$ cat config.mk
export PLATFORM = sky130hd
export DESIGN_NAME = ioManager_flat
export DESIGN_NICKNAME = d
export VERILOG_FILES = /design/src/lsuPkg.sv /design/src/wbBus.sv /design/src/ioManager.sv /design/src/flat_wrapper.sv
export SDC_FILE = /design/constraint.sdc
export NUM_CORES = 1
export LEC_CHECK = 0
export BUFFER_PORTS_ARGS = -buffer_cell sky130_fd_sc_hd__buf_2
export CORE_UTILIZATION = 45
export DETAILED_ROUTE_END_ITERATION = 16
export PLACE_DENSITY = 0.62
export SLEW_MARGIN = 20
export SYNTH_ARGS = -nofsm -noshare
export SYNTH_HDL_FRONTEND = slang
export SYNTH_SLANG_ARGS = --single-unit
$ cat constraint.sdc
create_clock -name clk -period 1.85 [get_ports clk]
set_clock_uncertainty 0.2 [all_clocks]
set_input_delay 0.0925 -clock clk [delete_from_list [all_inputs] [get_ports clk]]
set_output_delay 0.0925 -clock clk [all_outputs]
set_load 0.005 [all_outputs]
$ cat src/lsuPkg.sv
package lsuPkg;

    localparam int dataWidth    = 16;
    localparam int addrWidth    = 16;
    localparam int regAddrWidth = 4;
    localparam int opWidth      = 4;

    // Minor opcode fields
    localparam int opStoreBit  = 3;
    localparam int opSignedBit = 2;
    localparam logic [1:0] sizeByte = 2'b00;
    localparam logic [1:0] sizeWord = 2'b01;

    // Region bounds, byte addresses
    localparam logic [addrWidth-1:0] ioLow   = 16'd384;
    localparam logic [addrWidth-1:0] ioHigh  = 16'd511;
    localparam logic [addrWidth-1:0] ramBase = 16'd1024;

    localparam int fixedWords = 512;
    localparam int ramWords   = 512;
    localparam int ioRegs     = 8;

    typedef struct packed {
        logic [7:0] hi;
        logic [7:0] lo;
    } bytePair;

    // One bus word, or its two byte lanes
    typedef union packed {
        logic [dataWidth-1:0] word;
        bytePair              bytes;
    } lsuData;

    typedef enum logic [1:0] {
        fixedRegion,
        ioRegion,
        ramRegion
    } regionSel;

endpackage
$ cat src/wbBus.sv
`timescale 1ns/100ps

interface wbBus #(
    parameter int tagWidth = lsuPkg::regAddrWidth
);
    logic                         cyc;
    logic                         stb;
    logic                         we;
    logic [1:0]                   sel;
    logic [lsuPkg::addrWidth-1:0] adr;
    logic [lsuPkg::dataWidth-1:0] datW;
    logic [lsuPkg::dataWidth-1:0] datR;
    logic                         ack;
    logic [tagWidth-1:0]          tag;   // Destination register of the access
    logic [lsuPkg::opWidth-1:0]   op;

    modport master (
        output cyc, stb, we, sel, adr, datW, tag, op,
        input  datR, ack
    );

    modport slave (
        input  cyc, stb, we, sel, adr, datW, tag, op,
        output datR, ack
    );

endinterface

$ cat src/ioManager.sv
`timescale 1ns/100ps

module ioManager (
    input logic clk,
    input logic rstN,
    wbBus.slave bus
);
    logic [lsuPkg::dataWidth-1:0]      regs [lsuPkg::ioRegs];
    logic [$clog2(lsuPkg::ioRegs)-1:0] idx;
    logic                              access;
    logic                              ackQ;
    logic                              counterSel;
    logic [lsuPkg::dataWidth-1:0]      readData;

    assign idx        = bus.adr[$clog2(lsuPkg::ioRegs):1];  // Aliased over the IO range
    assign access     = bus.cyc & bus.stb & ~ackQ;
    assign counterSel = (int'(idx) == lsuPkg::ioRegs - 1);

    // Last register counts accepted writes and is read-only
    always_ff @(posedge clk or negedge rstN) begin
        if (!rstN) begin
            for (int i = 0; i < lsuPkg::ioRegs; i++)
                regs[i] <= '0;
            ackQ <= 1'b0;
        end else begin
            ackQ <= access;
            if (access && bus.we) begin
                regs[lsuPkg::ioRegs-1] <= regs[lsuPkg::ioRegs-1] + 1'b1;
                if (!counterSel && bus.sel[0])
                    regs[idx][7:0] <= bus.datW[7:0];
                if (!counterSel && bus.sel[1])
                    regs[idx][15:8] <= bus.datW[15:8];
            end
        end
    end

    always_ff @(posedge clk) begin
        if (access)
            readData <= regs[idx];
    end

    assign bus.ack  = ackQ;
    assign bus.datR = readData;

endmodule

$ cat src/flat_wrapper.sv
// flat-port wrapper written by rule: the top's interface ports become plain ports
module ioManager_flat 
  (clk, rstN, bus_cyc, bus_stb, bus_we, bus_sel, bus_adr, bus_datW, bus_tag, bus_op, bus_datR, bus_ack);
  wbBus bus_i ();
  input logic clk;
  input logic rstN;
  input wire logic [$bits(bus_i.cyc)-1:0] bus_cyc;
  input wire logic [$bits(bus_i.stb)-1:0] bus_stb;
  input wire logic [$bits(bus_i.we)-1:0] bus_we;
  input wire logic [$bits(bus_i.sel)-1:0] bus_sel;
  input wire logic [$bits(bus_i.adr)-1:0] bus_adr;
  input wire logic [$bits(bus_i.datW)-1:0] bus_datW;
  input wire logic [$bits(bus_i.tag)-1:0] bus_tag;
  input wire logic [$bits(bus_i.op)-1:0] bus_op;
  output wire logic [$bits(bus_i.datR)-1:0] bus_datR;
  output wire logic [$bits(bus_i.ack)-1:0] bus_ack;
  assign bus_i.cyc = bus_cyc;
  assign bus_i.stb = bus_stb;
  assign bus_i.we = bus_we;
  assign bus_i.sel = bus_sel;
  assign bus_i.adr = bus_adr;
  assign bus_i.datW = bus_datW;
  assign bus_i.tag = bus_tag;
  assign bus_i.op = bus_op;
  assign bus_datR = bus_i.datR;
  assign bus_ack = bus_i.ack;
  ioManager u_core (.clk(clk), .rstN(rstN), .bus(bus_i));
endmodule
==> impl_metrics.yaml, run 1 <==
sta:
  fin_crit_sh_pct: 100.7
  finalSetupViolations: 1
  setup_slack_ps: -12.81
  tightest_slew_ps: 693.7
  max_slew_margin_pct: 53.58
  rsz0062_at_grt: "yes"
  hold_violations: 0
  max_clock_freq_mhz: 536.8
  final_max_slew_viol_count: 0
  finalCriticalPeriod_ps: 1863
place:
  dp_slack_ps: -149.8
  io_buffers: 42
  place_congestion: 0.7761
  place_hpwl_um: 10440
die:
  fp.dieArea_mm2: 0.01505
  start_util_pct: 46.68
  io_pins: 64
  die_w_um: 122.7
  die_h_um: 122.7
  core_area_mm2: 0.01404
  num_rows: 43
critical_path:
  worstPathArrival_ps: 1970
  start_kind: "flip-flop"
  endpoint_kind: "flip-flop"
  critPathKind: "flip-flop to flip-flop"
  reg2reg_slack_ps: -10
  worstPathRequired_ps: 1960
  worstPathMaxFanout: 8
clock_network:
  htree_levels: 4
  cts.clk_slew.worst_paths_ps: 60
  cts.sinks: 145
  postCtsSetupBuffers: 0
  clock_latency_ps: 420
  clockRootBuffer: "clkbuf_16"
  cts_tree: "built"
  clock_path_buffers: 2
  cts-buffers-inserted: 17
drt:
  ant_nets: 0
  wl_um: 15470
  dr.pass1.iters: 4
  num_vias: 4242
  drc_errors: 0
  routedWlPerCell_um: 20.57
  viasPerCell: 5.641
  drt_iter0_drc: 266
status:
  status: "complete, but fails checks"
  violations: "setup timing"
global_routing:
  antenna_found_initial: 0
  overflow: 0
  grtUsageTotal_pct: 22.47
  grt_pass1_wl_um: 24600
  grt_pass1_vias: 4436
  grt_max_degree: 86
power:
  power.internal_w: 0.006176
  power_density_mw_per_mm2: 972.4
  clockPowerShare_pct: 39.9
  comb_power_share_pct: 12.7
  p_leak_nw: 3.928
  ir_worst_vdd_mv: 0.6168
  netSwitchingFraction_pct: 23.65
  power_frac_seq_pct: 47.4
  p_sw_w: 0.001913
final_layout:
  nFillCells: 1109
  antenna_cells: 0
  layout_commonest_cell: "dfrtp_1"
  fin_util_pct: 59.24
  final_cell_mix: "129 x dfrtp_1, 75 x mux2_2, 50 x mux2_4"
  nets: 607
  area_growth_pct: 26.91
  drive_above_1_share_pct: 47.90
synthesis:
  synth_flop_cell: "dfrtp_1"
  ys_seq_elements: 145
  syn_nets: 502
  postSynthCellCount: 454
  seq_area_frac_synth_pct: 56.58
  ys_types: 46
  yosysWarnings: 0
  async_reset_ff_share_pct: 88.97
  synth_edf_count: 16
  postSynthAreaPerCell_um2: 14.44
  synthesis.area_mm2: 0.006555
min_path:
  hold_path.class: "primary input to asynchronous set/reset pin"
run:
  max_cap_violations: 0
logic make-up (layout without fill, tap and decap cells):
family | after synthesis | after routing | synth area share, %
adder cells (fa/ha/maj) | 1 | 1 | 0.1908
flip-flops | 145 | 145 | 56.58
XOR/XNOR | 15 | 15 | 2.004
buffers and inverters | 24 | 142 | 2.271
AO/OA/AOI/OAI | 58 | 58 | 6.585
multiplexers | 141 | 141 | 25.08
AND/OR/NAND/NOR | 70 | 70 | 7.291
registers in the layout, indices dropped and copies added (netlist names):
register         cells
u_core.bus.datR     16
u_core.regs        128
u_core.bus.ack       1
layer usage:
| metal | vias up | global-route usage [%] | routed length [um] |
|---|---|---|---|
| met5 | - | 0 | 0 |
| met3 | 23 | 4.089 | 590 |
| met1 | 2208 | 31.19 | 7394 |
| li1 | 1922 | - | - |
| met4 | 0 | 8.765 | 257 |
| met2 | 89 | 35.01 | 7226 |
path summary, 6_finish.rpt:
kind,start,cells past startpoint,endpoint
setup / recovery,u_core.bus.ack$_DFF_PN0_,4,u_core.regs[22]$_DFFE_PN0P_
hold / removal,rstN,3,u_core.regs[116]$_DFFE_PN0P_
setup reg to reg,u_core.bus.ack$_DFF_PN0_,4,u_core.regs[22]$_DFFE_PN0P_
min in group clk,bus_adr[3],3,u_core.bus.datR[7]$_DFFE_PN_
hold reg to reg,u_core.regs[15]$_DFFE_PN0P_,1,u_core.regs[15]$_DFFE_PN0P_
max in group asynchronous,rstN,3,u_core.regs[12]$_DFFE_PN0P_
per-stage QoR:
| step | hold slack (ps) | cells | power [W] | TNS [ps] | instance area [um^2] |
|---|---|---|---|---|---|
| 6_report | 39.92 | 752 | 0.008089 | -12.81 | 8319 |
| 5_1_grt | 96.04 | 752 | 0.008407 | -1783 | 8319 |
| 4_1_cts | 66.14 | 753 | 0.008035 | -284.4 | 8112 |
| 3_5_place_dp | -31.34 | 702 | 0.004784 | -6825 | 7361 |
| 3_3_place_gp | -44.03 | 702 | 0.004732 | -8057 | 7361 |
| 2_1_floorplan | -403.1 | 454 | 0.004392 | 0 | 6555 |
Yosys cell counts, drive strengths merged, types with 6 or more instances:
cell / number / area [um^2]
mux2i: 9 / 90.09
a221oi: 18 / 157.7
buf: 16 / 118.9
nor3: 9 / 117.6
xnor2: 11 / 96.34
nand2: 24 / 127.6
dfrtp: 129 / 3228
mux2: 126 / 1419
nand3: 8 / 65.06
a22oi: 10 / 75.07
mux4: 6 / 135.1
o21ai: 12 / 60.06
nor2: 10 / 40.04
edfxtp: 16 / 480.5
power groups by stage:
| stage | clock network (W) | registers, W | logic, W |
|---|---|---|---|
| 5_1_grt | 0.00340 | 0.00388 | 0.00113 |
| 6_report | 0.00322 | 0.00384 | 0.00103 |
| 3_3_place_gp | 0 | 0.00385 | 0.000880 |
| 4_1_cts | 0.00326 | 0.00382 | 0.000954 |
| 2_1_floorplan | 0 | 0.00381 | 0.000586 |
| 3_5_place_dp | 0 | 0.00387 | 0.000912 |
timing repair:
item / CTS / global route
hold buffers: 19 / 0
endpoints found under the hold margin: 242 / 0
gates resized for setup: 4 / 61
pin swaps: 1 / 5
setup endpoints to repair: 111 / 94
gates cloned: 0 / 0
layout make-up:
type	count	area, um^2	area share [%]
Tap cell	180	225.2	2.707
Multi-Input combinational cell	285	2934	35.27
Clock inverter	6	55.05	0.6618
Sequential cell	145	3709	44.58
Inverter	3	11.26	0.1354
Timing Repair Buffer	107	885.9	10.65
Clock buffer	26	499.2	6.001
worst max-delay path: stages, from the launching register on:
cell and delay, ps:
dfrtp_1 370, and4b_4 400, and2_4 240, nand3_4 180, mux2_4 350
Note: power is estimated with default switching activity, not from simulation.
==> run 2, diff against run 1 <==
--- a/config.mk
+++ b/config.mk
@@ -5,7 +5,7 @@
 export SDC_FILE = /design/constraint.sdc
 export NUM_CORES = 1
 export LEC_CHECK = 0
-export BUFFER_PORTS_ARGS = -buffer_cell sky130_fd_sc_hd__buf_2
+export BUFFER_PORTS_ARGS = -buffer_cell sky130_fd_sc_hd__clkbuf_2
 export CORE_UTILIZATION = 45
 export DETAILED_ROUTE_END_ITERATION = 16
 export PLACE_DENSITY = 0.62
==> impl_metrics.yaml, run 2 (synthesis gave the netlist of run 1 again) <==
critical_path:
  reg2reg_slack_ps: -20
  critPathSlowestCell: "dfrtp_1"
  critPathKind: "flip-flop to flip-flop"
  worstPathRequired_ps: 1960
  worstPathMaxFanout: 8
  crit_path_start: "u_core.bus.ack$_DFF_PN0_"
  cp_cell_sequence: "and4b_2 -> nand2_2 -> nor3_4 -> buf_12 -> mux2_2"
  worstPathArrival_ps: 1980
  crit_path_max_incr_delay_ps: 370
  endpoint_kind: "flip-flop"
  r2r_start: "u_core.bus.ack$_DFF_PN0_"
  timing.critical_path.to: "u_core.regs[78]$_DFFE_PN0P_"
  reg2reg_to: "u_core.regs[78]$_DFFE_PN0P_"
  worst_r2r_path_depth: 5
  start_kind: "flip-flop"
sta:
  max_clock_freq_mhz: 533.4
  fin_crit_sh_pct: 101.3
  finalSetupViolations: 40
  setup_slack_ps: -24.83
  final_max_slew_viol_count: 0
  tightest_slew_ps: 707.9
  finalCriticalPeriod_ps: 1875
  hold_violations: 0
  rsz0062_at_grt: "yes"
  max_slew_margin_pct: 52.63
final_layout:
  layout.area.seq_mm2: 0.003709
  area_growth_pct: 24.05
  largest_reg_flops: 128
  final_cell_mix: "129 x dfrtp_1, 123 x mux2_2, 41 x clkbuf_2"
  nFillCells: 1121
  antenna_cells: 0
  fin_util_pct: 57.91
  layout_commonest_cell: "dfrtp_1"
  multiInputGateArea_mm2: 0.002726
  drive_above_1_share_pct: 48.43
  largest-register: "u_core.regs"
  nets: 609
drt:
  viasPerCell: 5.656
  top_layer_used: "met4"
  wl_met3_um: 808
  dr.pass1.iters: 4
  drc_errors: 0
  routedWlPerCell_um: 20.55
  ant_nets: 0
  wl_met2_um: 7182
  routedLengthMet1_um: 7194
  wl_um: 15490
  drt_iter0_drc: 224
  num_vias: 4265
power:
  clockPowerShare_pct: 41.0
  finalPower_w: 0.008088
  comb_power_share_pct: 11.6
  netSwitchingFraction_pct: 23.95
  p_leak_nw: 3.827
  power_frac_seq_pct: 47.4
  power.internal_w: 0.006151
  p_sw_w: 0.001937
  power_density_mw_per_mm2: 994.6
  ir_worst_vdd_mv: 0.6384
status:
  status: "complete, but fails checks"
  violations: "setup timing"
global_routing:
  antenna_found_initial: 0
  grt_pass1_vias: 4417
  overflow: 0
  grt_pass1_wl_um: 25050
  grt_max_degree: 42
  grtUsageTotal_pct: 23.17
clock_network:
  clockRootBuffer: "clkbuf_16"
  cts_tree: "built"
  clock_path_buffers: 2
  htree_levels: 4
  cts.sinks: 145
  cts-buffers-inserted: 17
  clock_latency_ps: 420
  cts.clk_slew.worst_paths_ps: 60
die:
  core_area_mm2: 0.01404
  fp.dieArea_mm2: 0.01505
  io_pins: 64
  die_h_um: 122.7
  die_w_um: 122.7
  num_rows: 43
  start_util_pct: 46.68
place:
  io_buffers: 42
  place_hpwl_um: 10660
  place_congestion: 0.7953
run:
  max_cap_violations: 0
min_path:
  hold_path.class: "primary input to asynchronous set/reset pin"
==> run 2: cell types whose count changed in the layout (fill, tap and decap cells not counted), moves of 2 or more <==
cell	before	now
mux2_4	50	1
mux2_2	75	123
buf_2	41	0
clkbuf_2	0	41
clkbuf_1	5	1
nand2_2	1	5
nand2_4	8	4
buf_4	36	39
clkbuf_8	4	2
clkinv_2	5	7
==> run 2: per-layer routing <==
metal / track usage (%) / vias to the layer above
met5: 0 / -
met4: 8.613 / 0
met3: 6.180 / 28
met2: 35.36 / 105
met1: 31.68 / 2212
li1: - / 1920
==> run 2: worst min-delay path by stage <==
stage,slack [ps],startpoint,depth (start not counted),end
after floorplan,-400,rstN,0,u_core.bus.ack$_DFF_PN0_
after global placement,-70,rstN,1,u_core.regs[20]$_DFFE_PN0P_
after detailed placement,-60,rstN,1,u_core.regs[52]$_DFFE_PN0P_
after CTS,30,rstN,2,u_core.regs[53]$_DFFE_PN0P_
after global routing,60,rstN,2,u_core.regs[37]$_DFFE_PN0P_
final,10,rstN,2,u_core.regs[37]$_DFFE_PN0P_
==> run 2: worst max-delay path: cells and delay by family, from the launching register on <==
family | cells | cell delay, ps
DFF | 1 | 370
and+or+nand+nor | 3 | 670
buffers and inverters | 1 | 160
muxes | 1 | 350
==> run 2: layout make-up <==
type                    instances  share of cell area [%]
clock inverters                12                   1.416
inverters                       3                  0.1385
well taps                     180                   2.770
multi-input cells             285                   33.53
clock buffers                  20                   5.616
flip-flops and latches        145                   45.61
repair buffers                109                   10.92
==> run 2: per-stage QoR <==
step | instance area, um^2 | setup TNS, ps | setup WS [ps] | hold slack (ps) | cells
floorplan | 6555 | 0 | 8.109 | -403.1 | 454
global placement | 7363 | -4863 | -110.5 | -73.72 | 704
detailed placement | 7363 | -6997 | -141.8 | -61.59 | 704
CTS | 8137 | -589.2 | -25.03 | 28.10 | 755
global route | 8132 | -5266 | -98.72 | 58.16 | 754
finish | 8132 | -304.7 | -24.83 | 15.00 | 754
==> run 2: timing repair <==
item                                   CTS  global route
hold buffers                            19             0
setup endpoints to repair              111            88
buffers inserted                         0             0
pin swaps                                1             3
gates resized for setup                  5             5
endpoints found under the hold margin  252             0
==> run 2: power groups by stage <==
stage / registers (W) / clock network [W] / logic [W]
after floorplan: 0.00381 / 0 / 0.000586
after global placement: 0.00386 / 0 / 0.000883
after detailed placement: 0.00388 / 0 / 0.000912
after CTS: 0.00382 / 0.00336 / 0.000952
after global routing: 0.00388 / 0.00351 / 0.00104
final: 0.00383 / 0.00331 / 0.000941
