**config.mk**
```make
export PLATFORM = sky130hd
export DESIGN_NAME = loadStoreUnit_flat
export DESIGN_NICKNAME = d
export VERILOG_FILES = /design/src/lsuPkg.sv /design/src/wbBus.sv /design/src/loadStoreUnit.sv /design/src/flat_wrapper.sv
export SDC_FILE = /design/constraint.sdc
export NUM_CORES = 1
export LEC_CHECK = 0
export CAP_MARGIN = 20
export CORE_AREA = 2 2 96 98
export CTS_CLUSTER_SIZE = 25
export DETAILED_ROUTE_END_ITERATION = 8
export DIE_AREA = 0 0 98 100
export DONT_BUFFER_PORTS = 1
export GPL_TIMING_DRIVEN = 0
export PLACE_DENSITY = 0.42
export RECOVER_POWER = 50
export SYNTH_ARGS = -nofsm -noshare
export SYNTH_HDL_FRONTEND = slang
export SYNTH_SLANG_ARGS = --single-unit
```
**constraint.sdc**
```tcl
create_clock -name clk -period 1.9 [get_ports clk]
set_input_delay 0.095 -clock clk [delete_from_list [all_inputs] [get_ports clk]]
set_output_delay 0.095 -clock clk [all_outputs]
set_load 0.01 [all_outputs]
```
**src/lsuPkg.sv**
```systemverilog
package lsuPkg;

    localparam int dataWidth    = 16;
    localparam int addrWidth    = 16;
    localparam int regAddrWidth = 4;
    localparam int opWidth      = 4;

    // Minor opcode fields
    localparam int opStoreBit  = 3;
    localparam int opSignedBit = 2;
    localparam logic [1:0] sizeByte = 2'b00;
    localparam logic [1:0] sizeWord = 2'b01;

    // Region bounds, byte addresses
    localparam logic [addrWidth-1:0] ioLow   = 16'd384;
    localparam logic [addrWidth-1:0] ioHigh  = 16'd511;
    localparam logic [addrWidth-1:0] ramBase = 16'd1024;

    localparam int fixedWords = 512;
    localparam int ramWords   = 512;
    localparam int ioRegs     = 8;

    typedef struct packed {
        logic [7:0] hi;
        logic [7:0] lo;
    } bytePair;

    // One bus word, or its two byte lanes
    typedef union packed {
        logic [dataWidth-1:0] word;
        bytePair              bytes;
    } lsuData;

    typedef enum logic [1:0] {
        fixedRegion,
        ioRegion,
        ramRegion
    } regionSel;

endpackage
```
**src/wbBus.sv**
```systemverilog
`timescale 1ns/100ps

interface wbBus #(
    parameter int tagWidth = lsuPkg::regAddrWidth
);
    logic                         cyc;
    logic                         stb;
    logic                         we;
    logic [1:0]                   sel;
    logic [lsuPkg::addrWidth-1:0] adr;
    logic [lsuPkg::dataWidth-1:0] datW;
    logic [lsuPkg::dataWidth-1:0] datR;
    logic                         ack;
    logic [tagWidth-1:0]          tag;   // Destination register of the access
    logic [lsuPkg::opWidth-1:0]   op;

    modport master (
        output cyc, stb, we, sel, adr, datW, tag, op,
        input  datR, ack
    );

    modport slave (
        input  cyc, stb, we, sel, adr, datW, tag, op,
        output datR, ack
    );

endinterface

```
**src/loadStoreUnit.sv**
```systemverilog
`timescale 1ns/100ps

module loadStoreUnit (
    input  logic clk,
    input  logic rstN,
    wbBus.slave  armBus,
    output logic fault,
    wbBus.master fixedBus,
    wbBus.master ioBus,
    wbBus.master ramBus
);
    lsuPkg::regionSel             region;
    lsuPkg::lsuData               storeData;
    lsuPkg::lsuData               rawLoad;
    logic [1:0]                   size;
    logic                         badSize;
    logic [1:0]                   laneSel;
    logic                         slaveStb;
    logic [2:0]                   hit;
    logic                         slaveAck;
    logic                         faultAck;
    logic [7:0]                   loadByte;
    logic [lsuPkg::dataWidth-1:0] loadValue;

    assign size    = armBus.op[1:0];
    assign badSize = size[1];  // Double and quad not supported

    always_comb begin
        if (armBus.adr >= lsuPkg::ramBase)
            region = lsuPkg::ramRegion;
        else if (armBus.adr >= lsuPkg::ioLow && armBus.adr <= lsuPkg::ioHigh)
            region = lsuPkg::ioRegion;
        else
            region = lsuPkg::fixedRegion;
    end

    // Store byte lands in the lane picked by address bit 0
    always_comb begin
        storeData.word = armBus.datW;
        laneSel = 2'b11;
        if (size == lsuPkg::sizeByte) begin
            storeData.word = '0;
            if (armBus.adr[0]) begin
                storeData.bytes.hi = armBus.datW[7:0];
                laneSel = 2'b10;
            end else begin
                storeData.bytes.lo = armBus.datW[7:0];
                laneSel = 2'b01;
            end
        end
    end

    assign slaveStb = armBus.cyc & armBus.stb & ~badSize;
    assign hit[0]   = slaveStb & (region == lsuPkg::fixedRegion);
    assign hit[1]   = slaveStb & (region == lsuPkg::ioRegion);
    assign hit[2]   = slaveStb & (region == lsuPkg::ramRegion);

    assign fixedBus.cyc  = hit[0];
    assign fixedBus.stb  = hit[0];
    assign fixedBus.we   = armBus.we;
    assign fixedBus.sel  = laneSel & armBus.sel;
    assign fixedBus.adr  = armBus.adr;
    assign fixedBus.datW = storeData.word;
    assign fixedBus.tag  = armBus.tag;
    assign fixedBus.op   = armBus.op;

    assign ioBus.cyc  = hit[1];
    assign ioBus.stb  = hit[1];
    assign ioBus.we   = armBus.we;
    assign ioBus.sel  = laneSel & armBus.sel;
    assign ioBus.adr  = armBus.adr;
    assign ioBus.datW = storeData.word;
    assign ioBus.tag  = armBus.tag;
    assign ioBus.op   = armBus.op;

    assign ramBus.cyc  = hit[2];
    assign ramBus.stb  = hit[2];
    assign ramBus.we   = armBus.we;
    assign ramBus.sel  = laneSel & armBus.sel;
    assign ramBus.adr  = armBus.adr;
    assign ramBus.datW = storeData.word;
    assign ramBus.tag  = armBus.tag;
    assign ramBus.op   = armBus.op;

    always_comb begin
        case (region)
            lsuPkg::ioRegion: begin
                slaveAck     = ioBus.ack;
                rawLoad.word = ioBus.datR;
            end
            lsuPkg::ramRegion: begin
                slaveAck     = ramBus.ack;
                rawLoad.word = ramBus.datR;
            end
            default: begin
                slaveAck     = fixedBus.ack;
                rawLoad.word = fixedBus.datR;
            end
        endcase
    end

    // Load extension
    always_comb begin
        loadByte = armBus.adr[0] ? rawLoad.bytes.hi : rawLoad.bytes.lo;
        if (size == lsuPkg::sizeWord)
            loadValue = rawLoad.word;
        else if (armBus.op[lsuPkg::opSignedBit])
            loadValue = {{8{loadByte[7]}}, loadByte};
        else
            loadValue = {8'h00, loadByte};
    end

    // Fault acks one cycle after stb, once
    always_ff @(posedge clk or negedge rstN) begin
        if (!rstN)
            faultAck <= 1'b0;
        else
            faultAck <= armBus.cyc & armBus.stb & badSize & ~faultAck;
    end

    assign fault       = faultAck;
    assign armBus.ack  = slaveAck | faultAck;
    assign armBus.datR = faultAck ? '0 : loadValue;

endmodule

```
**src/flat_wrapper.sv**
```systemverilog
// flat-port wrapper written by rule: the top's interface ports become plain ports
module loadStoreUnit_flat 
  (clk, rstN, fault, armBus_cyc, armBus_stb, armBus_we, armBus_sel, armBus_adr, armBus_datW, armBus_tag, armBus_op, armBus_datR, armBus_ack, fixedBus_cyc, fixedBus_stb, fixedBus_we, fixedBus_sel, fixedBus_adr, fixedBus_datW, fixedBus_tag, fixedBus_op, fixedBus_datR, fixedBus_ack, ioBus_cyc, ioBus_stb, ioBus_we, ioBus_sel, ioBus_adr, ioBus_datW, ioBus_tag, ioBus_op, ioBus_datR, ioBus_ack, ramBus_cyc, ramBus_stb, ramBus_we, ramBus_sel, ramBus_adr, ramBus_datW, ramBus_tag, ramBus_op, ramBus_datR, ramBus_ack);
  wbBus armBus_i ();
  wbBus fixedBus_i ();
  wbBus ioBus_i ();
  wbBus ramBus_i ();
  input  logic clk;
  input  logic rstN;
  output logic fault;
  input wire logic [$bits(armBus_i.cyc)-1:0] armBus_cyc;
  input wire logic [$bits(armBus_i.stb)-1:0] armBus_stb;
  input wire logic [$bits(armBus_i.we)-1:0] armBus_we;
  input wire logic [$bits(armBus_i.sel)-1:0] armBus_sel;
  input wire logic [$bits(armBus_i.adr)-1:0] armBus_adr;
  input wire logic [$bits(armBus_i.datW)-1:0] armBus_datW;
  input wire logic [$bits(armBus_i.tag)-1:0] armBus_tag;
  input wire logic [$bits(armBus_i.op)-1:0] armBus_op;
  output wire logic [$bits(armBus_i.datR)-1:0] armBus_datR;
  output wire logic [$bits(armBus_i.ack)-1:0] armBus_ack;
  output wire logic [$bits(fixedBus_i.cyc)-1:0] fixedBus_cyc;
  output wire logic [$bits(fixedBus_i.stb)-1:0] fixedBus_stb;
  output wire logic [$bits(fixedBus_i.we)-1:0] fixedBus_we;
  output wire logic [$bits(fixedBus_i.sel)-1:0] fixedBus_sel;
  output wire logic [$bits(fixedBus_i.adr)-1:0] fixedBus_adr;
  output wire logic [$bits(fixedBus_i.datW)-1:0] fixedBus_datW;
  output wire logic [$bits(fixedBus_i.tag)-1:0] fixedBus_tag;
  output wire logic [$bits(fixedBus_i.op)-1:0] fixedBus_op;
  input wire logic [$bits(fixedBus_i.datR)-1:0] fixedBus_datR;
  input wire logic [$bits(fixedBus_i.ack)-1:0] fixedBus_ack;
  output wire logic [$bits(ioBus_i.cyc)-1:0] ioBus_cyc;
  output wire logic [$bits(ioBus_i.stb)-1:0] ioBus_stb;
  output wire logic [$bits(ioBus_i.we)-1:0] ioBus_we;
  output wire logic [$bits(ioBus_i.sel)-1:0] ioBus_sel;
  output wire logic [$bits(ioBus_i.adr)-1:0] ioBus_adr;
  output wire logic [$bits(ioBus_i.datW)-1:0] ioBus_datW;
  output wire logic [$bits(ioBus_i.tag)-1:0] ioBus_tag;
  output wire logic [$bits(ioBus_i.op)-1:0] ioBus_op;
  input wire logic [$bits(ioBus_i.datR)-1:0] ioBus_datR;
  input wire logic [$bits(ioBus_i.ack)-1:0] ioBus_ack;
  output wire logic [$bits(ramBus_i.cyc)-1:0] ramBus_cyc;
  output wire logic [$bits(ramBus_i.stb)-1:0] ramBus_stb;
  output wire logic [$bits(ramBus_i.we)-1:0] ramBus_we;
  output wire logic [$bits(ramBus_i.sel)-1:0] ramBus_sel;
  output wire logic [$bits(ramBus_i.adr)-1:0] ramBus_adr;
  output wire logic [$bits(ramBus_i.datW)-1:0] ramBus_datW;
  output wire logic [$bits(ramBus_i.tag)-1:0] ramBus_tag;
  output wire logic [$bits(ramBus_i.op)-1:0] ramBus_op;
  input wire logic [$bits(ramBus_i.datR)-1:0] ramBus_datR;
  input wire logic [$bits(ramBus_i.ack)-1:0] ramBus_ack;
  assign armBus_i.cyc = armBus_cyc;
  assign armBus_i.stb = armBus_stb;
  assign armBus_i.we = armBus_we;
  assign armBus_i.sel = armBus_sel;
  assign armBus_i.adr = armBus_adr;
  assign armBus_i.datW = armBus_datW;
  assign armBus_i.tag = armBus_tag;
  assign armBus_i.op = armBus_op;
  assign armBus_datR = armBus_i.datR;
  assign armBus_ack = armBus_i.ack;
  assign fixedBus_cyc = fixedBus_i.cyc;
  assign fixedBus_stb = fixedBus_i.stb;
  assign fixedBus_we = fixedBus_i.we;
  assign fixedBus_sel = fixedBus_i.sel;
  assign fixedBus_adr = fixedBus_i.adr;
  assign fixedBus_datW = fixedBus_i.datW;
  assign fixedBus_tag = fixedBus_i.tag;
  assign fixedBus_op = fixedBus_i.op;
  assign fixedBus_i.datR = fixedBus_datR;
  assign fixedBus_i.ack = fixedBus_ack;
  assign ioBus_cyc = ioBus_i.cyc;
  assign ioBus_stb = ioBus_i.stb;
  assign ioBus_we = ioBus_i.we;
  assign ioBus_sel = ioBus_i.sel;
  assign ioBus_adr = ioBus_i.adr;
  assign ioBus_datW = ioBus_i.datW;
  assign ioBus_tag = ioBus_i.tag;
  assign ioBus_op = ioBus_i.op;
  assign ioBus_i.datR = ioBus_datR;
  assign ioBus_i.ack = ioBus_ack;
  assign ramBus_cyc = ramBus_i.cyc;
  assign ramBus_stb = ramBus_i.stb;
  assign ramBus_we = ramBus_i.we;
  assign ramBus_sel = ramBus_i.sel;
  assign ramBus_adr = ramBus_i.adr;
  assign ramBus_datW = ramBus_i.datW;
  assign ramBus_tag = ramBus_i.tag;
  assign ramBus_op = ramBus_i.op;
  assign ramBus_i.datR = ramBus_datR;
  assign ramBus_i.ack = ramBus_ack;
  loadStoreUnit u_core (.clk(clk), .rstN(rstN), .armBus(armBus_i), .fault(fault), .fixedBus(fixedBus_i), .ioBus(ioBus_i), .ramBus(ramBus_i));
endmodule
```
==> out/summary.md <==
The flow ran to the end, but the final reports show violations. The checks that failed: negative setup slack. In the synthesized netlist, the number of instances is 246. The number of antenna violations at the first check in global routing is 0, and the total placed cells including tap cells is 357. The worst register-to-register path ends at u_core.fault.

The final critical-path share of the clock period was 101%. The length in cells of the worst reg-to-reg path is 1, and the total power consumption of the routed design is 0.000557 W. After synthesis, the largest area contributor takes up 45.5% of total cell area. The most critical setup path has its endpoint at armBus_datR[8].

For this design the static power due to leakage is 0.893 nW. The number of nets handed over by synthesis was 344. The die extent in y is 100 µm, and the number of distinct library cells after synthesis is 35. The detail route stage leaves a number of antenna-violating nets equal to 0. The logs give 0 for the number of max-slew violations in the final report and 348 for the net total in the final layout. The first global-routing pass estimated 8760 µm of wire. By area the synthesized netlist is led by sky130_fd_sc_hd__buf_4 (45%), sky130_fd_sc_hd__mux4_2 (8.3%), sky130_fd_sc_hd__mux2_4 (5.5%), sky130_fd_sc_hd__mux2_2 (5.3%), sky130_fd_sc_hd__nand2_1 (4.7%). A synthesized cell averages 7.72 µm². The first-pass iteration count of the detailed router was 4.

The power per standard cell area works out to 276 nW/µm². The most common cell in the synthesized netlist is sky130_fd_sc_hd__buf_4. For the clock share of power, the log shows 0%. Of all flip-flops after synthesis, the portion carrying an async set or reset was 100%. Of the total power, combinational logic draws 95.7%.

Yosys printed 0 warnings. Count of inserted antenna diode cells: 0. Classification of the worst setup path: in -> out. The relative contribution of sequential cells to total power was 4.3%; the initial DRC count was 47. The synthesized flop and latch total is 1, and the setup slack of the worst register-to-register path is 1200 ps. Setup repair after global routing could not meet its margin everywhere.

The most area-hungry cell type in the Yosys netlist was sky130_fd_sc_hd__buf_4. The worst setup path is launched from an input pin. For the pin with the worst max-slew slack, the measured transition is 781 ps. The start point of the worst hold path is armBus_op[1]. Using the TritonRoute via totals, the vias-per-cell ratio works out to 4.52. The power dissipated by switching net loads was 0.000283 W. The number of global-route vias before repair was 1521; the required time at the worst-slack endpoint was 1800 ps. The minimum clock period after layout is 1910 ps.

The tools report the origin of the critical flop-to-flop path as u_core.fault. The total core area is 8890 µm², and the count of port buffers added during placement is 0. Along the worst path, the maximum fanout reaches 10. The wire length after detailed routing is 6590 µm, and the die area is 9800 µm².

The share of total power consumed by net switching is 50.7%. Routability-driven placement finished with a final weighted congestion of 0.713. The kind of end point of the critical path was an output port. Reported max-cap violation count: 0. The number of flops mapped to enable cells by yosys was 0. The most used flip-flop cell after synthesis is sky130_fd_sc_hd__dfrtp_1. After detailed routing, the average wire length per cell comes to 18.4 µm. The flip-flop count of the largest register, all copies and words added came out at 1.

The horizontal die dimension is 98 µm, and the total standard cell area after synthesis is 1900 µm². Data arrival at the endpoint of the critical path: 1820 ps. The commonest cells after synthesis are sky130_fd_sc_hd__buf_4 (115), sky130_fd_sc_hd__nand2_1 (24), sky130_fd_sc_hd__nor2b_1 (10), sky130_fd_sc_hd__mux2_2 (9), sky130_fd_sc_hd__o21ai_0 (9).

The run gives 0 as the number of DRC violations after detailed routing. Detailed placement finished with a half-perimeter wire length of 5580 µm. Fill cells in the final layout number 1029. Summing the sequential cell areas from Yosys gives 1.32% of the chip area. The final-report setup violation count is 1, and the headroom to the max-slew limit is 47.4%. The number of standard-cell rows in the floorplan was 35; the internal power consumption was 0.000275 W. After global routing the overflow that remains totals 0. The initial cell density of the core is 21.4%. The layout overhead on the synthesized area is 6.26%, and the number of hold-slack violations in the final timing report is 0.

Entering global routing, the biggest net connects 11 pins. The worst-skew pair later-pin latency was 0 ps; the ratio of cells with drive above 1 in the final layout was 52.4%. The maximum clock frequency was 0.522 GHz; the all-layer global routing usage was 11.3%. The tools report the worst setup slack after layout as -14.0 ps. The path category of the worst min-delay check was in -> out. The top-level I/O count was 251. The most critical setup path has its startpoint at armBus_adr[14].

The total number of vias was 1622; the maximum vdd drop was 0.0582 mV. Leaving out filler cells and counting taps, the final layout contains 359. Across the routed clock network, the largest skew measured is 0 ps.
worst min path at each step:
stage / slack, ps / cells after the start / end
global route: 230 / 1 / ioBus_cyc
CTS: 230 / 1 / fixedBus_cyc
floorplan: -200 / 0 / u_core.fault
finish: 230 / 1 / ioBus_cyc
global placement: -200 / 0 / u_core.fault
detailed placement: -200 / 0 / u_core.fault
stage by stage:
| stage | cell area [µm²] | utilization (%) | worst slack, ps | hold WS (ps) | setup TNS [ps] |
|---|---|---|---|---|---|
| finish | 2020 | 22.7 | -14.0 | 229 | -14.0 |
| global route | 2020 | 22.7 | -118 | 228 | -586 |
| CTS | 2090 | 23.5 | -7.29 | 227 | -7.29 |
| detailed placement | 2040 | 22.9 | -390 | -201 | -1290 |
| global placement | 2040 | 22.9 | -370 | -201 | -1250 |
| floorplan | 1900 | - | 153 | -201 | 0 |
layer usage:
metal,GRT usage (%),wire length (µm),part of all wire [%]
met1,12.9,2370,36
met2,23.2,3520,53
met3,1.74,696,11
met4,0,0,0
met5,0,0,0
critical path, cell delays in order:
cell,delay (ps)
sky130_fd_sc_hd__or4_1,530
sky130_fd_sc_hd__nor2_1,210
sky130_fd_sc_hd__buf_4,250
sky130_fd_sc_hd__o221ai_2,240
sky130_fd_sc_hd__a211oi_1,490
area by class of cell:
type / count / area [µm²] / area share (%)
timing repair buffer: 2 / 17.5 / 0.868
sequential: 1 / 25.0 / 1.24
tap: 111 / 139 / 6.88
inverter: 3 / 11.3 / 0.558
buffer: 122 / 826 / 40.9
multi-input combinational: 120 / 1000 / 49.5
cells in the final DEF (no fill, tap or decap), types with 2 or more instances in the layout:
cell type and instances:
sky130_fd_sc_hd__buf_4 94, sky130_fd_sc_hd__clkbuf_1 26, sky130_fd_sc_hd__nand2_1 24, sky130_fd_sc_hd__nor2b_1 10
sky130_fd_sc_hd__mux2_2 9, sky130_fd_sc_hd__o21ai_0 9, sky130_fd_sc_hd__o211ai_1 8, sky130_fd_sc_hd__a21o_1 7
sky130_fd_sc_hd__mux2_4 7, sky130_fd_sc_hd__mux4_2 7, sky130_fd_sc_hd__and2_1 7, sky130_fd_sc_hd__a211oi_1 6
sky130_fd_sc_hd__nor4_4 3, sky130_fd_sc_hd__nor2_1 3, sky130_fd_sc_hd__inv_1 3, sky130_fd_sc_hd__a211oi_2 3
sky130_fd_sc_hd__nor2_2 2, sky130_fd_sc_hd__or2_2 2
kinds of logic (layout without fill, tap and decap cells):
logic type	after synthesis	count (layout)	synth area share [%]
buf+inv	125	127	48.4
simple gates	59	59	16.6
compound gates	38	38	14.5
mux	23	23	19.2
flops	1	1	1.32
power groups by stage:
stage | Clock, W | Sequential [W] | Combinational, W
after floorplan | 0 | 0.0000235 | 0.000482
after global placement | 0 | 0.0000238 | 0.000552
after global routing | 0 | 0.0000239 | 0.000571
final | 0 | 0.0000237 | 0.000534
after detailed placement | 0 | 0.0000237 | 0.000549
after CTS | 0 | 0.0000237 | 0.000557
timing repair:
item | 4_1_cts | 5_1_grt
setup buffers | 1 | 0
hold endpoints to repair | 1 | 0
pin swaps | 1 | 0
setup endpoints to repair | 6 | 26
gates resized for setup | 7 | 2
hold buffers | 1 | 0
Power figures use the tool's default switching activity.
