File: src/lsuPkg.sv
package lsuPkg;

    localparam int dataWidth    = 16;
    localparam int addrWidth    = 16;
    localparam int regAddrWidth = 4;
    localparam int opWidth      = 4;

    // Minor opcode fields
    localparam int opStoreBit  = 3;
    localparam int opSignedBit = 2;
    localparam logic [1:0] sizeByte = 2'b00;
    localparam logic [1:0] sizeWord = 2'b01;

    // Region bounds, byte addresses
    localparam logic [addrWidth-1:0] ioLow   = 16'd384;
    localparam logic [addrWidth-1:0] ioHigh  = 16'd511;
    localparam logic [addrWidth-1:0] ramBase = 16'd1024;

    localparam int fixedWords = 512;
    localparam int ramWords   = 512;
    localparam int ioRegs     = 8;

    typedef struct packed {
        logic [7:0] hi;
        logic [7:0] lo;
    } bytePair;

    // One bus word, or its two byte lanes
    typedef union packed {
        logic [dataWidth-1:0] word;
        bytePair              bytes;
    } lsuData;

    typedef enum logic [1:0] {
        fixedRegion,
        ioRegion,
        ramRegion
    } regionSel;

endpackage
File: src/wbBus.sv
`timescale 1ns/100ps

interface wbBus #(
    parameter int tagWidth = lsuPkg::regAddrWidth
);
    logic                         cyc;
    logic                         stb;
    logic                         we;
    logic [1:0]                   sel;
    logic [lsuPkg::addrWidth-1:0] adr;
    logic [lsuPkg::dataWidth-1:0] datW;
    logic [lsuPkg::dataWidth-1:0] datR;
    logic                         ack;
    logic [tagWidth-1:0]          tag;   // Destination register of the access
    logic [lsuPkg::opWidth-1:0]   op;

    modport master (
        output cyc, stb, we, sel, adr, datW, tag, op,
        input  datR, ack
    );

    modport slave (
        input  cyc, stb, we, sel, adr, datW, tag, op,
        output datR, ack
    );

endinterface

File: src/busArbiter.sv
`timescale 1ns/100ps

module busArbiter (
    input  logic                            clk,
    input  logic                            rstN,

    input  logic                            port0Req,
    input  logic [lsuPkg::opWidth-1:0]      port0Op,
    input  logic [lsuPkg::addrWidth-1:0]    port0Addr,
    input  logic [lsuPkg::dataWidth-1:0]    port0Store,
    input  logic [lsuPkg::regAddrWidth-1:0] port0Dest,
    output logic                            port0Ack,

    input  logic                            port1Req,
    input  logic [lsuPkg::opWidth-1:0]      port1Op,
    input  logic [lsuPkg::addrWidth-1:0]    port1Addr,
    input  logic [lsuPkg::dataWidth-1:0]    port1Store,
    input  logic [lsuPkg::regAddrWidth-1:0] port1Dest,
    output logic                            port1Ack,

    output logic [lsuPkg::dataWidth-1:0]    portLoad,
    output logic [lsuPkg::regAddrWidth-1:0] portLoadDest,

    wbBus.master                            armBus
);
    logic                            busy;
    logic                            grant;      // Current port, or the one served last
    logic                            nextGrant;
    logic [lsuPkg::opWidth-1:0]      selOp;
    logic [lsuPkg::regAddrWidth-1:0] selDest;

    // On contention the port not served last goes first
    assign nextGrant = (port0Req && port1Req) ? ~grant : port1Req;

    always_ff @(posedge clk or negedge rstN) begin
        if (!rstN) begin
            busy  <= 1'b0;
            grant <= 1'b1;  // Port 0 wins the first tie
        end else if (busy) begin
            if (armBus.ack)
                busy <= 1'b0;
        end else if (port0Req || port1Req) begin
            busy  <= 1'b1;
            grant <= nextGrant;
        end
    end

    assign selOp   = grant ? port1Op : port0Op;
    assign selDest = grant ? port1Dest : port0Dest;

    assign armBus.cyc  = busy;
    assign armBus.stb  = busy;
    assign armBus.we   = selOp[lsuPkg::opStoreBit];
    assign armBus.sel  = 2'b11;  // Lanes narrowed in the LSU
    assign armBus.adr  = grant ? port1Addr : port0Addr;
    assign armBus.datW = grant ? port1Store : port0Store;
    assign armBus.tag  = selDest;
    assign armBus.op   = selOp;

    // Ack goes straight back, to the granted port only
    assign port0Ack = busy & armBus.ack & ~grant;
    assign port1Ack = busy & armBus.ack & grant;

    assign portLoad     = armBus.datR;
    assign portLoadDest = selDest;

endmodule

File: src/flat_wrapper.sv
// flat-port wrapper written by rule: the top's interface ports become plain ports
module busArbiter_flat 
  (clk, rstN, port0Req, port0Op, port0Addr, port0Store, port0Dest, port0Ack, port1Req, port1Op, port1Addr, port1Store, port1Dest, port1Ack, portLoad, portLoadDest, armBus_cyc, armBus_stb, armBus_we, armBus_sel, armBus_adr, armBus_datW, armBus_tag, armBus_op, armBus_datR, armBus_ack);
  wbBus armBus_i ();
  input  logic clk;
  input  logic rstN;
  input  logic port0Req;
  input  logic [lsuPkg::opWidth-1:0] port0Op;
  input  logic [lsuPkg::addrWidth-1:0] port0Addr;
  input  logic [lsuPkg::dataWidth-1:0] port0Store;
  input  logic [lsuPkg::regAddrWidth-1:0] port0Dest;
  output logic port0Ack;
  input  logic port1Req;
  input  logic [lsuPkg::opWidth-1:0] port1Op;
  input  logic [lsuPkg::addrWidth-1:0] port1Addr;
  input  logic [lsuPkg::dataWidth-1:0] port1Store;
  input  logic [lsuPkg::regAddrWidth-1:0] port1Dest;
  output logic port1Ack;
  output logic [lsuPkg::dataWidth-1:0] portLoad;
  output logic [lsuPkg::regAddrWidth-1:0] portLoadDest;
  output wire logic [$bits(armBus_i.cyc)-1:0] armBus_cyc;
  output wire logic [$bits(armBus_i.stb)-1:0] armBus_stb;
  output wire logic [$bits(armBus_i.we)-1:0] armBus_we;
  output wire logic [$bits(armBus_i.sel)-1:0] armBus_sel;
  output wire logic [$bits(armBus_i.adr)-1:0] armBus_adr;
  output wire logic [$bits(armBus_i.datW)-1:0] armBus_datW;
  output wire logic [$bits(armBus_i.tag)-1:0] armBus_tag;
  output wire logic [$bits(armBus_i.op)-1:0] armBus_op;
  input wire logic [$bits(armBus_i.datR)-1:0] armBus_datR;
  input wire logic [$bits(armBus_i.ack)-1:0] armBus_ack;
  assign armBus_cyc = armBus_i.cyc;
  assign armBus_stb = armBus_i.stb;
  assign armBus_we = armBus_i.we;
  assign armBus_sel = armBus_i.sel;
  assign armBus_adr = armBus_i.adr;
  assign armBus_datW = armBus_i.datW;
  assign armBus_tag = armBus_i.tag;
  assign armBus_op = armBus_i.op;
  assign armBus_i.datR = armBus_datR;
  assign armBus_i.ack = armBus_ack;
  busArbiter u_core (.clk(clk), .rstN(rstN), .port0Req(port0Req), .port0Op(port0Op), .port0Addr(port0Addr), .port0Store(port0Store), .port0Dest(port0Dest), .port0Ack(port0Ack), .port1Req(port1Req), .port1Op(port1Op), .port1Addr(port1Addr), .port1Store(port1Store), .port1Dest(port1Dest), .port1Ack(port1Ack), .portLoad(portLoad), .portLoadDest(portLoadDest), .armBus(armBus_i));
endmodule
File: config.mk
export PLATFORM = sky130hd
export DESIGN_NAME = busArbiter_flat
export DESIGN_NICKNAME = d
export VERILOG_FILES = /design/src/lsuPkg.sv /design/src/wbBus.sv /design/src/busArbiter.sv /design/src/flat_wrapper.sv
export SDC_FILE = /design/constraint.sdc
export NUM_CORES = 1
export LEC_CHECK = 0
export ABC_AREA = 1
export BUFFER_PORTS_ARGS = -buffer_cell sky130_fd_sc_hd__buf_2
export CAP_MARGIN = 20
export CORE_AREA = 2 2 65 67
export CTS_CLUSTER_DIAMETER = 30
export DETAILED_ROUTE_END_ITERATION = 12
export DIE_AREA = 0 0 67 69
export PLACE_DENSITY_LB_ADDON = 0.1
export SYNTH_ARGS = -nofsm -noshare
export SYNTH_HDL_FRONTEND = slang
export SYNTH_SLANG_ARGS = --single-unit
File: constraint.sdc
create_clock -name clk -period 1.3 [get_ports clk]
set_input_delay 0.13 -clock clk [delete_from_list [all_inputs] [get_ports clk]]
set_output_delay 0.13 -clock clk [all_outputs]
set_load 0.005 [all_outputs]
==> results of run 1 <==
==> sequential cells by signal, indices dropped and copies added (netlist names) <==
name and cells:
u_core.grant 1, u_core.armBus.cyc 1
==> cells in the mapped netlist <==
cell | instances | area, sq um
inv_1 | 2 | 7.51
buf_6 | 5 | 56.3
nand2_1 | 117 | 439
nand2_2 | 9 | 56.3
nor2_4 | 1 | 11.3
dfstp_2 | 1 | 26.3
o21ai_0 | 1 | 5.00
buf_4 | 27 | 203
nand3_1 | 1 | 5.00
inv_8 | 1 | 11.3
conb_1 | 1 | 3.75
nor2_1 | 1 | 3.75
buf_12 | 1 | 20.0
dfrtp_1 | 1 | 25.0
==> path summary, 6_finish.rpt <==
| check | startpoint | to | depth (start not counted) |
|---|---|---|---|
| max | u_core.grant$_DFFE_PN1P_ | armBus_we | 5 |
| min | port0Req | u_core.grant$_DFFE_PN1P_ | 4 |
| max reg2reg | u_core.grant$_DFFE_PN1P_ | u_core.grant$_DFFE_PN1P_ | 4 |
| min reg2reg | u_core.armBus.cyc$_DFF_PN0_ | u_core.armBus.cyc$_DFF_PN0_ | 2 |
| max in group asynchronous | rstN | u_core.grant$_DFFE_PN1P_ | 2 |
| min in group asynchronous | rstN | u_core.armBus.cyc$_DFF_PN0_ | 2 |
==> tightest hold or removal path, delay by kind of cell <==
kind,cells,cell delay (ns)
simple gates,3,0.14
buf+inv,1,0.09
==> layout by cell type (no fill, tap or decap) <==
| master | Yosys | final |
|---|---|---|
| buf_2 | 0 | 133 |
| nand2_1 | 117 | 116 |
| nand2_2 | 9 | 10 |
| clkbuf_8 | 0 | 3 |
| buf_12 | 1 | 3 |
| inv_1 | 2 | 2 |
| conb_1 | 1 | 2 |
| buf_16 | 0 | 2 |
| inv_12 | 0 | 1 |
| nor2_1 | 1 | 1 |
| nor2_4 | 1 | 1 |
| o21ai_0 | 1 | 1 |
| nand3_1 | 1 | 1 |
| clkbuf_1 | 0 | 1 |
| dlygate4sd3_1 | 0 | 1 |
| buf_4 | 27 | 1 |
| dfrtp_1 | 1 | 1 |
| dfstp_2 | 1 | 1 |
==> cells by family (layout without fill, tap and decap cells) <==
kind of cell	Yosys count	after routing	share of synthesized area
AOI/OAI and AO/OA	1	1	0.00573
buffers and inverters	36	147	0.341
DFF	2	2	0.0587
other	1	2	0.00429
and+or+nand+nor	129	129	0.590
==> power groups by stage <==
stage / registers [W] / logic (W) / clock network (W)
finish: 0.000123 / 0.00225 / 0.000258
global route: 0.000129 / 0.00254 / 0.000276
detailed placement: 0.000158 / 0.00191 / 0
global placement: 0.000156 / 0.00191 / 0
floorplan: 0.000113 / 0.00139 / 0
CTS: 0.000123 / 0.00229 / 0.000267
==> per-stage QoR <==
step	cell area, sq um	setup TNS (ns)	std cells
finish	1510	-2.83	331
CTS	1510	-3.30	331
global placement	1370	0	322
floorplan	877	0	170
detailed placement	1370	0	322
global route	1510	-6.01	331
==> layout make-up <==
| type | count | area, sq um |
|---|---|---|
| repair buffers | 140 | 798 |
| multi-input cells | 132 | 531 |
| inverters | 3 | 23.8 |
| clock buffers | 4 | 45.0 |
| flip-flops and latches | 2 | 51.3 |
| well taps | 50 | 62.6 |
| fillers | 454 | 2400 |
==> per-layer routing <==
| metal | routed length (microns) | global-route usage |
|---|---|---|
| met1 | 1180 | 0.140 |
| met2 | 1640 | 0.246 |
| met3 | 419 | 0.0245 |
| met4 | 29 | 0.0431 |
| met5 | 0 | 0 |
==> what timing repair did <==
| item | 4_1_cts | 5_1_grt |
|---|---|---|
| hold buffers | 1 | 0 |
| setup buffers | 2 | 0 |
| resized for setup | 3 | 1 |
| gates cloned | 2 | 0 |
| endpoints found under the hold margin | 2 | 0 |
| pin swaps | 2 | 0 |
| setup endpoints to repair | 47 | 47 |
==> metrics.txt, run 1 <==
status complete, but fails checks; violated checks setup timing; WL/cell 9.88 microns; fraction of final layout cells with drive strength greater than 1 0.552; antenna viol nets, final 0; total gr overflow 0; Internal Power 0.00142 W; Starting Density 0.223; Via-to-Cell Ratio 3.97; Final HPWL DP 2470 microns; Total Power 0.00263 W; Die W 67 microns; crit path time final 1.39 ns; Max VDD drop 724 uV; Seq pwr share 0.047; Pins Over Slew Limit 0; Die Span Y 69 microns; Crit path arrival time 1.26 ns; sequential share of the synthesized area 0.0587; Worst Hold Margin 0.152 ns; htree depth 1; Ports 168; slack of the worst reg-to-reg path 0.32 ns; detailed-route DRC error count 0; Worst-Skew Late Latency 0.21 ns; Crit Path Max Fanout 10; I/O Buffers 133; yosys warns 0; largest net degree at the start of global routing 43; most used cell, CP buf_12; max_cap viols 0; clock slew at reported path FFs 0.03 ns; Core ar. 3910 sq um; final setup vio count 46; nature of the critical path endpoint primary output; Net Sw Frac 0.462; Area Overhead vs Synth 73.1%; routability cong. 0.755; Critical-path top delay cell dfstp_2; first-pass GRT wire length 4870 microns; Rows 23; synthesized area per cell 5.17 sq um; die area 4620 sq um; Routed WL 3270 microns; flops & latches, synth 2; Cells after Synth 169; cts bufs inserted 3; LEAKAGE 1.04 nW; Critical Path Max Stage Delay 0.54 ns; vias 1,314; Util after Layout 0.386; worst setup path category flip-flop to primary output; clock sinks 2; CP Launch Type flip-flop; final hold vios 0; synthesized cell area 873 sq um; CP top delay family flip-flops; CTS tree done; clock share of power 0.098; Max Freq 722 MHz; final setup margin -0.0852 ns; Netlist cell types 14; Global Route Usage Sum 0.131; Root Driver clkbuf_8; Worst Path Required 1.17 ns; CP Buf/Inv Count 3; final worst path period share 1.07; DRT Pass-1 Iters 4; Longest Clk Path Bufs 2; fin nets 383; RSZ-0062 raised after global routing true; pwr dens 1740 nW/um^2; Inserted Diodes 0; HP Class primary input to flip-flop; Place WS 0.111 ns; net switching power 0.00122 W; Logic pwr share 0.855; Clock Skew 0.00393 ns; number of global-route vias before repair 1,144; critical-path cell list buf_12 > buf_12 > nand2_1 > nand2_2 > buf_2; initial drt markers 37; antenna violations before repair 0
Note: power is estimated with default switching activity, not from simulation.
==> run 2, diff against run 1 <==
Settings changed: CELL_PAD_IN_SITES_DETAIL_PLACEMENT set to 1, CELL_PAD_IN_SITES_GLOBAL_PLACEMENT set to 1, CORE_AREA 2 2 65 67 to unset, CORE_MARGIN set to 2, CORE_UTILIZATION set to 13, DIE_AREA 0 0 67 69 to unset.
==> metrics.txt, run 2 (synthesis gave the netlist of run 1 again) <==
initial drt markers 26 (-30%); Die Span Y 86.0 microns (+25%); DRT Pass-1 Iters 4 (unchanged); Final HPWL DP 3340 microns (+35%); Pins Over Slew Limit 0 (unchanged); final setup vio count 46 (unchanged); Starting Density 0.136 (-0.0872); worst setup path category flip-flop to primary output; max_cap viols 0 (unchanged); net switching power 0.00128 W (+5.2%); Global Route Usage Sum 0.106 (-0.0253); htree depth 1 (unchanged); Inserted Diodes 0 (unchanged); LEAKAGE 1.06 nW (+1.4%); violated checks setup timing; Seq pwr share 0.048 (about the same); pwr dens 1720 nW/um^2 (-0.95%); Crit Path Max Fanout 42 (+32); clock share of power 0.097 (about the same); die area 7390 sq um (+60%); Area Overhead vs Synth 80.4%; Crit path arrival time 1.25 ns (about the same); HP Class primary input to flip-flop; number of global-route vias before repair 1,381 (+21%); final setup margin -0.0831 ns (+0.00211 ns); Worst Path Required 1.17 ns (about the same); Rows 29 (+26%); total gr overflow 0 (unchanged); critical-path cell list buf_6 > inv_12 > nand2_1 > nand2_1 > buf_2; most used cell, CP nand2_1; I/O Buffers 133 (unchanged); fin cells 362 (+9.4%); Max VDD drop 863 uV (+19%); fin nets 387 (+1.0%); met2 usage 0.202 (-0.0442); Clock Skew 0.00616 ns (+0.00223 ns); status complete, but fails checks; GR Util met3 0.0250 (+0.000554); antenna violations before repair 0 (unchanged); Die W 86.0 microns (+28%); final worst path period share 1.06 (-0.00163); most frequent cells in the layout buf_2 (133), nand2_1 (111), nand2_2 (15), buf_6 (8), clkbuf_8 (3); Internal Power 0.00144 W (+1.5%); antenna viol nets, final 0 (unchanged); TNS Setup -3.11 ns (-0.283 ns); Critical-path top delay cell dfstp_2; detailed-route DRC error count 0 (unchanged); largest net degree at the start of global routing 43 (unchanged); Critical Path Max Stage Delay 0.56 ns (+0.02 ns); commonest non-fill, non-tap cell in the layout buf_2; WL/cell 11.1 microns (+13%); clock sinks 2 (unchanged); Core ar. 6420 sq um (+64%); fraction of final layout cells with drive strength greater than 1 0.579 (+0.0273); cts bufs inserted 3 (unchanged); vias 1,372 (+4.4%); Max Freq 723 MHz (+0.15%); final hold vios 0 (unchanged); RSZ-0062 raised after global routing true; CP Launch Type flip-flop; nature of the critical path endpoint primary output; Worst-Skew Late Latency 0.22 ns (about the same); Longest Clk Path Bufs 2 (unchanged); Net Sw Frac 0.471 (+0.00883); Via-to-Cell Ratio 3.79 (-4.5%); dpl cells 352 (+9.3%); Root Driver clkbuf_8; routability cong. 0.702 (-7.0%); Worst Hold Margin 0.152 ns (+0.000460 ns); clock slew at reported path FFs 0.03 ns (about the same); Top Usage Layer GRT met2; Routed WL 4030 microns (+23%); Ports 168 (unchanged); Logic pwr share 0.855 (about the same); first-pass GRT wire length 6380 microns (+31%); crit path time final 1.38 ns (-0.00211 ns); met1 Use GR 0.118 (-0.0228); CTS tree done
==> run 2: timing repair <==
action / CTS / global route
pin swaps: 1 / 2
hold buffers: 1 / 0
resized for setup: 10 / 7
hold endpoints to repair: 2 / 0
setup endpoints to repair: 46 / 47
gates cloned: 1 / 0
buffers inserted: 4 / 0
==> run 2: final cells by class <==
| cell class | instances | area [sq um] |
|---|---|---|
| Multi-Input combinational cell | 132 | 546 |
| Sequential cell | 2 | 51.3 |
| Timing Repair Buffer | 144 | 813 |
| Inverter | 3 | 23.8 |
| Tap cell | 77 | 96.3 |
| Clock buffer | 4 | 45.0 |
| Fill cell | 903 | 4850 |
==> run 2: critical path: cells and delay by family (launching register included) <==
kind          cells  cell delay (ns)
buf+inv           3             0.35
flops             1             0.56
simple gates      2             0.12
==> run 2: worst paths after layout <==
kind	end	start	cells after the start	slack, ns
worst max register to register	u_core.grant$_DFFE_PN1P_	u_core.grant$_DFFE_PN1P_	4	0.31
worst min register to register	u_core.armBus.cyc$_DFF_PN0_	u_core.armBus.cyc$_DFF_PN0_	2	0.56
worst min-delay path	u_core.grant$_DFFE_PN1P_	port1Req	3	0.15
worst max-delay path	armBus_we	u_core.grant$_DFFE_PN1P_	5	-0.08
max in group asynchronous	u_core.grant$_DFFE_PN1P_	rstN	2	0.87
min in group asynchronous	u_core.armBus.cyc$_DFF_PN0_	rstN	2	0.24
==> run 2: routing by layer <==
metal	share of wire	wire length, microns	up-vias
met5	0	0	-
li1	-	-	704
met4	0.0077	31	0
met1	0.38	1530	591
met3	0.093	373	7
met2	0.52	2090	70
==> run 2: power by group through the flow <==
stage / Combinational (W) / Clock [W] / Sequential, W
finish: 0.00232 / 0.000263 / 0.000131
global placement: 0.00201 / 0 / 0.000171
global route: 0.00263 / 0.000278 / 0.000139
CTS: 0.00236 / 0.000274 / 0.000128
floorplan: 0.00139 / 0 / 0.000113
detailed placement: 0.00199 / 0 / 0.000180
==> run 2: per-stage QoR <==
step                      setup slack (ns)  power, W  instance area, sq um  utilization
final                              -0.0831   0.00272                  1580        0.245
after global routing                -0.187   0.00305                  1580        0.245
after CTS                          -0.0848   0.00277                  1560        0.242
after detailed placement            0.0292   0.00217                  1410        0.220
after global placement              0.0627   0.00218                  1410        0.220
after floorplan                      0.119   0.00150                   877            -
==> run 3, diff against run 2 <==
Settings changed: ABC_AREA 1 to unset, CORE_UTILIZATION 13 to 16.
==> metrics.txt, run 3 <==
ys async rst share 1.00 (unchanged); dpl cell area 1490 sq um (+5.9%); Final HPWL DP 2910 microns (-13%); final setup vio count 47 (+2.2%); CP Buf/Inv Count 2 (-1); Post-Synth Simple-Gate Area 0.0342 (-0.556); final worst path period share 1.23 (+0.162); max_cap viols 0 (unchanged); adder-cell share of the synthesized area 0 (unchanged); RSZ-0062 raised after global routing true; final setup margin -0.294 ns (-0.211 ns); area share of xor/xnor cells in the synthesized design 0 (unchanged); largest family of logic cells by synthesized area multiplexers; register area 51.3 sq um (unchanged); Worst Hold Margin 0.163 ns (+0.0102 ns); pwr dens 1190 nW/um^2 (-31%); TNS Setup -11.60 ns (-8.49 ns); Crit path arrival time 1.46 ns (+0.21 ns); leading post-synthesis cells by instance count mux2_4 (36), buf_4 (24), mux2_2 (4); routability cong. 0.595 (-15%); WL/cell 12.9 microns (+16%); vias 1,000 (-27%); yosys warns 0 (unchanged); Max VDD drop 953 uV (+10%); number of global-route vias before repair 992 (-28%); nature of the critical path endpoint primary output; Worst Path Required 1.17 ns (about the same); Rows 28 (-3.4%); Inserted Diodes 0 (unchanged); die area 6580 sq um (-11%); Core ar. 5850 sq um (-8.9%); Die W 81.1 microns (-5.6%); fin nets 293 (-24%); LEAKAGE 0.998 nW (-5.7%); detailed-route DRC error count 0 (unchanged); violated checks setup timing; compound-cell area share of the yosys netlist 0.0171 (+0.0114); Root Driver clkbuf_8; Ports 168 (unchanged); clock slew at reported path FFs 0.03 ns (about the same); synthesized area per cell 12.1 sq um (+130%); Critical-path top delay cell dfstp_2; Clock Skew 0.00448 ns (-0.00167 ns); Pins Over Slew Limit 0 (unchanged); htree depth 1 (unchanged); ranking of synthesized cells by area mux2_4 (57%), buf_4 (19%), buf_12 (6.3%), mux2_2 (4.7%), dfstp_2 (2.8%); flops & latches, synth 2 (unchanged); top-count cell post-synth mux2_4; synthesized cell area 952 sq um (+9.0%); Via-to-Cell Ratio 3.76 (-0.81%); critical-path cell list buf_12 > mux2_2 > buf_2; Die Span Y 81.1 microns (-5.6%); Synth area leader mux2_4; Multi-input gate area 642 sq um (+18%); Netlist cell types 15 (+1); EDFF count, synth 0 (unchanged); total gr overflow 0 (unchanged); clock sinks 2 (unchanged); most frequent cells in the layout buf_2 (98), mux2_4 (36), buf_6 (35), mux2_2 (4), clkbuf_8 (3); Worst-Skew Late Latency 0.21 ns (about the same); Longest Clk Path Bufs 2 (unchanged); final hold vios 0 (unchanged); dominant synthesized flop cell dfstp_2; Crit Path Max Fanout 22 (-48%); largest net degree at the start of global routing 23 (-47%); fraction of final layout cells with drive strength greater than 1 0.942 (+0.363); crit path time final 1.59 ns (+0.211 ns); Starting Density 0.163 (+0.0268); HP Class primary input to flip-flop; DRT Pass-1 Iters 4 (unchanged); status complete, but fails checks; Place WS -0.0835 ns (-0.113 ns); CP top delay family flip-flops; I/O Buffers 133 (unchanged); commonest non-fill, non-tap cell in the layout buf_2; Cells after Synth 79 (-53%); Fillers 706 (-22%); top cell type's share of synthesized area 0.568 (+0.0648); Max Freq 627 MHz (-13%); first-pass GRT wire length 4580 microns (-28%); antenna violations before repair 0 (unchanged); Global Route Usage Sum 0.0883 (-0.0173); CTS tree done; CP Launch Type flip-flop; post-synthesis mux area share 0.615 (+0.615); initial drt markers 13 (-50%); antenna viol nets, final 0 (unchanged); design area 1770 sq um (+12%); sequential share of the synthesized area 0.0539 (-0.00486); cts bufs inserted 3 (unchanged); Area Overhead vs Synth 85.5%; Critical Path Max Stage Delay 0.56 ns (about the same); Routed WL 3440 microns (-15%); worst setup path category flip-flop to primary output
## run 3: layout make-up
class / count / share of cell area
multi-input combinational: 49 / 0.363
timing repair buffer: 136 / 0.529
sequential: 2 / 0.0290
tap: 75 / 0.0531
clock buffer: 4 / 0.0255
## run 3: worst paths after layout
check                                            start                          end  slack, ns  cells past startpoint
max                           u_core.grant$_DFFE_PN1P_                 armBus_op[1]      -0.29                      3
min                                           port0Req  u_core.armBus.cyc$_DFF_PN0_       0.16                      2
max reg2reg                   u_core.grant$_DFFE_PN1P_     u_core.grant$_DFFE_PN1P_       0.23                      3
min reg2reg                u_core.armBus.cyc$_DFF_PN0_  u_core.armBus.cyc$_DFF_PN0_       0.61                      1
max in group asynchronous                         rstN     u_core.grant$_DFFE_PN1P_       0.87                      2
min in group asynchronous                         rstN  u_core.armBus.cyc$_DFF_PN0_       0.23                      2
## run 3: metrics by stage
stage / utilization / std cells / total power (W)
5_1_grt: 0.302 / 266 / 0.00225
4_1_cts: 0.293 / 266 / 0.00206
3_3_place_gp: 0.255 / 261 / 0.00152
3_5_place_dp: 0.255 / 261 / 0.00154
6_report: 0.302 / 266 / 0.00210
2_1_floorplan: - / 80 / 0.00125
## run 3: logic make-up (layout without fill, tap and decap cells)
kind of cell           count (synthesis)  after routing
other                                  1              2
AO/OA/AOI/OAI                          2              2
flip-flops                             2              2
buffers and inverters                 29            140
multiplexers                          40             40
AND/OR/NAND/NOR                        5              5
## run 3: repair_timing
item	CTS	global route
endpoints found under the setup margin	47	47
setup buffers	0	0
hold endpoints to repair	2	0
gates resized for setup	27	8
hold buffers	1	0
## run 3: metal layers
metal / vias up / global-route usage / wire, microns / part of all wire
met5: - / 0 / 0 / 0
met4: 0 / 0.0169 / 12 / 0.0035
met3: 4 / 0.0256 / 382 / 0.11
met2: 74 / 0.171 / 1930 / 0.56
met1: 447 / 0.0943 / 1120 / 0.33
li1: 475 / - / - / -
## run 3: where the power goes
part / switching (W) / total, W / leakage (nW) / internal [W]
registers: 0.0000225 / 0.000108 / 0.0215 / 0.0000854
clock network: 0.0000482 / 0.000256 / 0.0228 / 0.000208
logic: 0.000579 / 0.00174 / 0.954 / 0.00116
total: 0.000649 / 0.00210 / 0.998 / 0.00145
